--- src/hdl/io_pkg.sv ---
package io_pkg;

	// bus and register data word.
	typedef logic [15:0] data_t;

	// wishbone word address.
	typedef logic [4:0] waddr_t;

	// register index inside one block.
	typedef logic [1:0] reg_idx_t;

	typedef enum logic [1:0]
	{
		BLK_NONE,
		BLK_IRQ,
		BLK_TIMER,
		BLK_GPIO
	} blk_sel_t;

	// one decoded register access, applied while valid is high.
	typedef struct packed
	{
		blk_sel_t blk;
		reg_idx_t idx;
		logic we;
		data_t wdata;
		logic valid;
	} reg_req_t;

	// block base addresses, four words per block.
	localparam waddr_t IRQ_BASE = 5'd0;
	localparam waddr_t TIMER_BASE = 5'd4;
	localparam waddr_t GPIO_BASE = 5'd8;

	localparam reg_idx_t IRQ_ENABLE = 2'd0;
	localparam reg_idx_t IRQ_PENDING = 2'd1;

	localparam reg_idx_t TMR_CONFIG = 2'd0;
	localparam reg_idx_t TMR_COUNTER = 2'd1;
	localparam reg_idx_t TMR_RELOAD = 2'd2;
	localparam reg_idx_t TMR_COMPARE = 2'd3;

	localparam reg_idx_t GPIO_DIR = 2'd0;
	localparam reg_idx_t GPIO_OUT = 2'd1;
	localparam reg_idx_t GPIO_IN = 2'd2;

	// sources are timer overflow, timer compare and gpio pin change.
	localparam int IRQ_NUM = 3;

endpackage

--- src/hdl/wb_slave_port.sv ---
`timescale 1ns/1ps

module wb_slave_port
	import io_pkg::*;
(
	input logic clk,
	input logic arst_n,
	input logic cyc,
	input logic stb,
	input logic we,
	input waddr_t adr,
	input data_t dat_w,
	output reg_req_t req,
	input logic ack
);

	logic busy;
	logic start;
	blk_sel_t dec_blk;
	reg_idx_t dec_idx;
	waddr_t blk_base;

	assign start = cyc && stb && !busy;

	// word address to block and register.
	assign blk_base = {adr[4:2], 2'b00};
	assign dec_idx = adr[1:0];

	always_comb
	begin
		dec_blk = BLK_NONE;
		case (blk_base)
			IRQ_BASE:
				if (dec_idx <= IRQ_PENDING)
					dec_blk = BLK_IRQ;
			TIMER_BASE:
				dec_blk = BLK_TIMER;
			GPIO_BASE:
				if (dec_idx <= GPIO_IN)
					dec_blk = BLK_GPIO;
			default:
				dec_blk = BLK_NONE;
		endcase
	end

	// one request in flight, busy until the read mux acknowledges it.
	always_ff @(posedge clk or negedge arst_n)
	begin
		if (!arst_n)
		begin
			req <= '0;
			busy <= 1'b0;
		end
		else
		begin
			req.valid <= 1'b0;
			if (start)
			begin
				req.blk <= dec_blk;
				req.idx <= dec_idx;
				req.we <= we;
				req.wdata <= dat_w;
				req.valid <= 1'b1;
				busy <= 1'b1;
			end
			else if (ack)
				busy <= 1'b0;
		end
	end

endmodule

--- src/hdl/io_timer.sv ---
`timescale 1ns/1ps

module io_timer
	import io_pkg::*;
(
	input logic clk,
	input logic arst_n,
	input reg_req_t req,
	output data_t rdata,
	output logic ovf_evt,
	output logic cmp_evt
);

	localparam data_t CNT_MAX = 16'hFFFF;

	logic tmr_en;
	data_t counter;
	data_t reload;
	data_t compare;
	logic wr;

	assign wr = req.valid && req.we && (req.blk == BLK_TIMER);

	// config, reload and compare.
	always_ff @(posedge clk or negedge arst_n)
	begin
		if (!arst_n)
		begin
			tmr_en <= 1'b0;
			reload <= '0;
			compare <= '0;
		end
		else if (wr)
		begin
			case (req.idx)
				TMR_CONFIG: tmr_en <= req.wdata[0];
				TMR_RELOAD: reload <= req.wdata;
				TMR_COMPARE: compare <= req.wdata;
				default: ;
			endcase
		end
	end

	// a bus write to the counter wins over counting.
	always_ff @(posedge clk or negedge arst_n)
	begin
		if (!arst_n)
		begin
			counter <= '0;
			ovf_evt <= 1'b0;
			cmp_evt <= 1'b0;
		end
		else
		begin
			ovf_evt <= 1'b0;
			cmp_evt <= tmr_en && (counter == compare);
			if (wr && (req.idx == TMR_COUNTER))
				counter <= req.wdata;
			else if (tmr_en)
			begin
				if (counter == CNT_MAX)
				begin
					counter <= reload;
					ovf_evt <= 1'b1;
				end
				else
					counter <= counter + 1'b1;
			end
		end
	end

	always_comb
	begin
		case (req.idx)
			TMR_CONFIG: rdata = {15'b0, tmr_en};
			TMR_COUNTER: rdata = counter;
			TMR_RELOAD: rdata = reload;
			default: rdata = compare;
		endcase
	end

endmodule

--- src/hdl/io_gpio.sv ---
`timescale 1ns/1ps

module io_gpio
	import io_pkg::*;
#(
	parameter int GPIO_WIDTH = 8
)
(
	input logic clk,
	input logic arst_n,
	input reg_req_t req,
	output data_t rdata,
	input logic [GPIO_WIDTH-1:0] pin_in,
	output logic [GPIO_WIDTH-1:0] pin_out,
	output logic [GPIO_WIDTH-1:0] pin_oe,
	output logic chg_evt
);

	logic [GPIO_WIDTH-1:0] dir;
	logic [GPIO_WIDTH-1:0] out;
	logic [GPIO_WIDTH-1:0] in_meta;
	logic [GPIO_WIDTH-1:0] in_sync;
	logic wr;

	assign wr = req.valid && req.we && (req.blk == BLK_GPIO);

	// input register is read only.
	always_ff @(posedge clk or negedge arst_n)
	begin
		if (!arst_n)
		begin
			dir <= '0;
			out <= '0;
		end
		else if (wr)
		begin
			if (req.idx == GPIO_DIR)
				dir <= req.wdata[GPIO_WIDTH-1:0];
			else if (req.idx == GPIO_OUT)
				out <= req.wdata[GPIO_WIDTH-1:0];
		end
	end

	// two stage synchronizer, the event lines up with the new in_sync value.
	always_ff @(posedge clk or negedge arst_n)
	begin
		if (!arst_n)
		begin
			in_meta <= '0;
			in_sync <= '0;
			chg_evt <= 1'b0;
		end
		else
		begin
			in_meta <= pin_in;
			in_sync <= in_meta;
			chg_evt <= (in_meta != in_sync);
		end
	end

	assign pin_oe = dir;
	assign pin_out = out;

	always_comb
	begin
		case (req.idx)
			GPIO_DIR: rdata = data_t'(dir);
			GPIO_OUT: rdata = data_t'(out);
			GPIO_IN: rdata = data_t'(in_sync);
			default: rdata = '0;
		endcase
	end

endmodule

--- src/hdl/irq_ctrl.sv ---
`timescale 1ns/1ps

module irq_ctrl
	import io_pkg::*;
(
	input logic clk,
	input logic arst_n,
	input reg_req_t req,
	output data_t rdata,
	input logic [IRQ_NUM-1:0] src_evt,
	output logic irq
);

	logic [IRQ_NUM-1:0] enable;
	logic [IRQ_NUM-1:0] pending;
	logic [IRQ_NUM-1:0] clr;
	logic wr;

	assign wr = req.valid && req.we && (req.blk == BLK_IRQ);
	assign clr = (wr && (req.idx == IRQ_PENDING)) ? req.wdata[IRQ_NUM-1:0] : '0;

	// write one to clear, a new event in the same cycle wins.
	always_ff @(posedge clk or negedge arst_n)
	begin
		if (!arst_n)
		begin
			enable <= '0;
			pending <= '0;
			irq <= 1'b0;
		end
		else
		begin
			if (wr && (req.idx == IRQ_ENABLE))
				enable <= req.wdata[IRQ_NUM-1:0];
			pending <= (pending & ~clr) | src_evt;
			irq <= |(pending & enable);
		end
	end

	always_comb
	begin
		case (req.idx)
			IRQ_ENABLE: rdata = data_t'(enable);
			IRQ_PENDING: rdata = data_t'(pending);
			default: rdata = '0;
		endcase
	end

endmodule

--- src/hdl/wb_read_mux.sv ---
`timescale 1ns/1ps

module wb_read_mux
	import io_pkg::*;
(
	input logic clk,
	input logic arst_n,
	input reg_req_t req,
	input data_t irq_rdata,
	input data_t tmr_rdata,
	input data_t gpio_rdata,
	output data_t dat_r,
	output logic ack
);

	data_t sel_rdata;

	always_comb
	begin
		case (req.blk)
			BLK_IRQ: sel_rdata = irq_rdata;
			BLK_TIMER: sel_rdata = tmr_rdata;
			BLK_GPIO: sel_rdata = gpio_rdata;
			default: sel_rdata = '0;
		endcase
	end

	// read data and ack leave together, one cycle after the request.
	always_ff @(posedge clk or negedge arst_n)
	begin
		if (!arst_n)
		begin
			ack <= 1'b0;
			dat_r <= '0;
		end
		else
		begin
			ack <= req.valid;
			if (req.valid && !req.we)
				dat_r <= sel_rdata;
		end
	end

endmodule

--- src/hdl/io_system.sv ---
`timescale 1ns/1ps

module io_system
	import io_pkg::*;
#(
	parameter int GPIO_WIDTH = 8
)
(
	input logic clk,
	input logic arst_n,
	input logic cyc,
	input logic stb,
	input logic we,
	input waddr_t adr,
	input data_t dat_w,
	output data_t dat_r,
	output logic ack,
	output logic irq,
	input logic [GPIO_WIDTH-1:0] pin_in,
	output logic [GPIO_WIDTH-1:0] pin_out,
	output logic [GPIO_WIDTH-1:0] pin_oe
);

	reg_req_t req;
	data_t irq_rdata;
	data_t tmr_rdata;
	data_t gpio_rdata;
	logic ovf_evt;
	logic cmp_evt;
	logic chg_evt;

	wb_slave_port i_wb_slave_port (
		.clk, .arst_n, .cyc, .stb, .we, .adr, .dat_w,
		.req, .ack
	);

	io_timer i_io_timer (
		.clk, .arst_n, .req,
		.rdata(tmr_rdata), .ovf_evt, .cmp_evt
	);

	io_gpio #(.GPIO_WIDTH(GPIO_WIDTH)) i_io_gpio (
		.clk, .arst_n, .req,
		.rdata(gpio_rdata), .pin_in, .pin_out, .pin_oe, .chg_evt
	);

	// source order is overflow, compare, pin change.
	irq_ctrl i_irq_ctrl (
		.clk, .arst_n, .req,
		.rdata(irq_rdata),
		.src_evt({chg_evt, cmp_evt, ovf_evt}),
		.irq
	);

	wb_read_mux i_wb_read_mux (
		.clk, .arst_n, .req,
		.irq_rdata, .tmr_rdata, .gpio_rdata,
		.dat_r, .ack
	);

endmodule

--- config.mk ---
export PLATFORM = sky130hd
export DESIGN_NAME = io_system
export DESIGN_NICKNAME = d
export VERILOG_FILES = /design/src/hdl/io_pkg.sv /design/src/hdl/wb_slave_port.sv /design/src/hdl/io_timer.sv /design/src/hdl/io_gpio.sv /design/src/hdl/irq_ctrl.sv /design/src/hdl/wb_read_mux.sv /design/src/hdl/io_system.sv
export SDC_FILE = /design/constraint.sdc
export NUM_CORES = 1
export LEC_CHECK = 0
export BUFFER_PORTS_ARGS = -buffer_cell sky130_fd_sc_hd__buf_2
export CORE_ASPECT_RATIO = 0.8
export CORE_MARGIN = 3
export CORE_UTILIZATION = 41
export DETAILED_ROUTE_END_ITERATION = 8
export GPL_TIMING_DRIVEN = 1
export SYNTH_ARGS = -nofsm -noshare
export SYNTH_HDL_FRONTEND = slang
export SYNTH_HIERARCHICAL = 1
export SYNTH_SLANG_ARGS = --single-unit
--- constraint.sdc ---
create_clock -name clk -period 2.9 [get_ports clk]
set_input_delay 0.435 -clock clk [delete_from_list [all_inputs] [get_ports clk]]
set_output_delay 0.435 -clock clk [all_outputs]
set_load 0.01 [all_outputs]
# Word level (Yosys, flattened, before mapping)
# Index checks and enable logic that the tools add are counted.
[word_totals]
register_bits = 131
out_inout_bits = 34
elab_cells = 81
[op_classes]
addsub = 1
n_lt_le_gt_ge = 2
eq_ne = 11
muxes = 17
n_bitwise = 5
reduce_logical = 23
[ops]
columns = ["op", "n"]
rows = [
  ["one-hot mux 16 bit (3 select lines)", 2],
  ["two-way mux 16 bit", 3],
  ["one-hot mux 8 bit (3 select lines)", 1],
  ["adder 16 x 1 -> 16 bit, second input constant", 1],
  ["== test 16 bit", 1],
  ["== test 16 bit, second input constant", 1],
  ["logical AND 1 bit", 11],
  ["== test 2 bit, second input constant", 4],
  ["!= test 8 bit", 1],
  ["AND reduction 2 bit", 4],
  ["two-way mux 1 bit", 7],
  ["AND 3 bit", 2],
  ["one-hot mux 2 bit (3 select lines)", 1],
  ["one-hot mux 3 bit (2 select lines)", 1],
  ["logical NOT 5 bit", 1],
  ["== test 2 x 1 -> 1 bit, second input constant", 2],
  ["nonzero test 2 bit", 2],
  ["== test 3 x 1 -> 1 bit, second input constant", 1],
  ["== test 3 x 2 -> 1 bit, second input constant", 1],
  ["two-way mux 3 bit", 1],
  ["inverter 3 bit", 1],
  ["OR 3 bit", 1],
  ["AND reduction 3 bit", 1],
  ["OR reduction 3 bit", 1],
  ["6 further kinds", 7],
]

# Depth between registers and ports, before layout
[logic_depth]
ltp_word = 7
depth_mapped = 8
mapped_depth_nobuf = 6

# By module
# Netlist, hierarchy kept.
[modules_own_cells]
columns = ["module", "n_inst", "cells_each", "area_each_um2", "seq_area_each_um2"]
rows = [
  ["io_timer", 1, 293, 3104.2, 1276.2],
  ["io_gpio", 1, 101, 1407.6, 825.8],
  ["wb_read_mux", 1, 93, 1108.6, 425.4],
  ["wb_slave_port", 1, 57, 962.2, 575.6],
  ["irq_ctrl", 1, 44, 469.2, 175.2],
]

# Least setup slack after synthesis
# OpenSTA, ideal clock, no wires.
[synth_path]
path_type = "reg2reg"
start = "reg, netlist name i_wb_slave_port/req[18]"
end = "reg i_wb_read_mux.dat_r[6]"
setup_time_ps = 128
arrival_time_ps = 1838
required_time_ps = 2772
setup_slack_ps = 934
path_stages_with_launch = 8
n_path_buf = 2
period_less_slack_ps = 1966
path_cell_list = "dfrtp_1 -> buf_2 -> buf_2 -> mux2_2 -> a22o_2 -> mux2_4 -> a22oi_2 -> a21oi_2"
[synth_between]
elab_chain_cells = 3
elab_cells_between_ends = 6
cone_classes = "eq/ne (2); mux (3); reduce/logical (1)"
[synth_lines]
columns = ["element", "line", "source"]
rows = [
  ["== test 2 bit (tied with other cells)", "io_timer.sv:74", "case (req.idx)"],
  ["one-hot mux 16 bit (3 select lines) (*)", "io_timer.sv:74", ""],
  ["net tmr_rdata[6]", "io_system.sv:26", "data_t tmr_rdata;"],
  ["one-hot mux 16 bit (3 select lines) (*)", "wb_read_mux.sv:20", "case (req.blk)"],
  ["end signal: assignment", "wb_read_mux.sv:40", "dat_r <= sel_rdata;"],
  ["end: declaration", "wb_read_mux.sv:12", "output data_t dat_r,"],
]
# Mark *: on every way through the listed nets, which the timed path passes. The rest lies on a longest branch.
# A chain may end at the register's enable or synchronous reset.

# Final worst setup path
[layout_path]
start = "reg, netlist name i_wb_slave_port/req[19]"
end = "reg i_wb_read_mux.dat_r[6]"
[layout_between]
elab_chain_cells = 3
elab_cells_between_ends = 6
cone_classes = "eq/ne (2); mux (3); reduce/logical (1)"
[layout_lines]
columns = ["element", "line", "source"]
rows = [
  ["== test 2 bit (tied with other cells)", "io_gpio.sv:66", "case (req.idx)"],
  ["one-hot mux 8 bit (3 select lines) (*)", "io_gpio.sv:66", ""],
  ["net gpio_rdata[6]", "io_system.sv:27", "data_t gpio_rdata;"],
  ["one-hot mux 16 bit (3 select lines) (*)", "wb_read_mux.sv:20", ""],
]
# Marked as above.

==> out/results.tsv <==
metric	value	unit
core_area	0.0167	mm2
cts_tree	done	
cts-root-buf	clkbuf_16	
ys_warn_count	6	
num_vias	4671	
endpoint_kind	flip-flop	
drv_slew	0	
cp_max_fo	16	
r2r_cells	7	
insertedDiodeCount	0	
remaining_drc_errors	0	
reg2reg_slack	0.64	ns
clockBufferDepth	2	
seq_area_frac_synth	0.465	
grt_max_degree	68	
hold_viol	0	
die_h	123	um
layout_commonest_cell	dfrtp_1	
period_share	0.780	
die_area	0.0188	mm2
seqCellArea	0.00328	mm2
worst_pin_slew	0.712	ns
dominantRegCellSynth	dfrtp_1	
whs_path_depth	1	
start_util	0.422	
top_layer	met4	
htree_levels	4	
grt_usage	0.180	
rsz0062_at_grt	no	
reg2reg_to	i_wb_read_mux/dat_r[6]	
async_flop_share	1.00	
holdWs	0.129	ns
max_freq	442	MHz
grt_pass1_wl	26.3	mm
clock_sinks	131	
maxCapViolCount	0	
leakage	3.85	nW
hold_class	input pin to flip-flop	
syn_to_final_growth	12.8	%
synthDominantCellAreaShare	0.465	
status	finished clean	
wl_met3	995	um
power-per-cell-area	870	mW/mm2
cp-start-kind	flip-flop	
n_fill_cell	1516	
gp_congestion	0.885	
synth_edf_count	0	
ioPinCount	68	
layout-drive-gt1-share	0.375	
vdd_drop_max	0.000425	V
clkLatencyLatePin	0.42	ns
wl_per_cell	18.8	um
rows	42	
synth_area	0.00705	mm2
drtIter0Drc	424	
ant_nets	0	
grt_pass1_vias	4623	
portBuffers	67	
antenna_found_initial	0	
setup_viol	0	
synth_cell_types	57	
final_cell_mix	131 x dfrtp_1, 66 x buf_2, 65 x mux2_2	
dp_hpwl	11.5	mm
clock_skew	0.00903	ns
synth_area_leaders	dfrtp_1 46%, mux2_2 10%, mux2_4 7.7%, xor2_1 3.7%, buf_4 3.0%	
syn_inst	588	
wl_met1	8.00	mm
cts_made_buffers	17	
regToRegStartpoint	i_wb_slave_port/req[19]	
first_pass_iters	5	
maxSlewHeadroom	0.521	
min_period	2.26	ns
fp.dieW	153	um
cts_setup_buffers	0	
synth_largest_area_cell	dfrtp_1	
critPathLaunch	i_wb_slave_port/req[19]	
wl	16.4	mm
syn_area_per_cell	12.0	um2
globalRouteOverflowTotal	0	
crit_type	flip-flop to flip-flop	
cts_resized	0	
power.total	6.92	mW
cp.arrival	2.61	ns
dr_wl_met2	7.34	mm
ys_ff_latch	131	
nets	679	
critPathRequiredTime	3.25	ns
final.setup.tns	0	ns
multi_input_area	0.00336	mm2
viasPerCell	5.33	
endpoint	i_wb_read_mux/dat_r[6]	
path_clk_slew	0.05	ns
[cells in the mapped netlist (all sizes together) (11+ instances only)]
master,n
a21oi,28
a22o,13
a22oi,16
buf,57
dfrtp,131
mux2,101
mux2i,13
nand2,37
nand3,11
nor2,24
nor3,15
o21ai,18
xor2,30
[worst min path at each step]
stage	start	end	slack [ns]
final	pin_in[2]	i_io_gpio/in_meta[2]	0.13
after global routing	pin_in[0]	i_io_gpio/in_meta[0]	0.10
after CTS	pin_in[0]	i_io_gpio/in_meta[0]	0.11
after detailed placement	arst_n	i_irq_ctrl/enable[1]	0.33
after global placement	arst_n	i_irq_ctrl/enable[1]	0.32
after floorplan	arst_n	i_io_gpio/chg_evt	0.14
[cell type report]
class,instances,share of cell area
Tap cell,220,0.0346
Timing Repair Buffer,84,0.0620
Multi-Input combinational cell,402,0.423
Clock inverter,5,0.00346
Inverter,8,0.00378
Sequential cell,131,0.412
Clock buffer,26,0.0615
[state kept, by name, summed over array words and instances, names as in the netlist, 3 cells and up]
name and flops:
i_io_gpio/pin_out 8, i_io_timer/reload 16, i_wb_read_mux/dat_r 16, i_irq_ctrl/pending 3, i_irq_ctrl/enable 3, i_io_timer/counter 16
i_io_gpio/in_sync 8, i_io_gpio/in_meta 8, i_wb_slave_port/req 22, i_io_gpio/pin_oe 8, i_io_timer/compare 16
[logic make-up after synthesis]
logic type,after synthesis,synth area share
AO/OA/AOI/OAI,102,0.114
XOR/XNOR,34,0.0422
adder cells (fa/ha/maj),1,0.00177
buffers and inverters,74,0.0690
flip-flops,131,0.465
multiplexers,115,0.202
other,2,0.00106
AND/OR/NAND/NOR,129,0.105
[stage by stage]
stage	util	instances	setup slack (ns)	area [um2]
CTS	0.476	876	0.626	7950
global route	0.476	876	0.485	7950
global placement	0.444	844	0.749	7430
floorplan	-	607	0.934	7120
detailed placement	0.444	844	0.656	7430
finish	0.476	876	0.637	7950
[report_power, final]
group	internal [mW]	total [mW]	leakage, nW	switching (mW)
clock network	1.15	1.88	0.254	0.731
logic	1.05	2.17	1.91	1.11
registers	2.29	2.88	1.69	0.587
total	4.49	6.92	3.85	2.43
[layer usage]
layer,vias to the layer above,GRT usage
met2,149,0.267
met4,0,0.0440
met5,-,0
li1,2196,-
met1,2315,0.264
met3,11,0.0455
[repair_timing]
action                                 CTS  global route
hold buffers                             1             0
endpoints found under the hold margin   15             0
setup endpoints to repair                0             0
[critical path, cell delays in order, from the launching register on]
cell and delay, ns:
dfrtp_1 0.58, buf_4 0.31, nor2b_1 0.55, nand2_1 0.11
o21ai_0 0.20, mux2_4 0.25, a22oi_2 0.05, a21oi_2 0.14
Note: power is estimated with default switching activity, not from simulation.
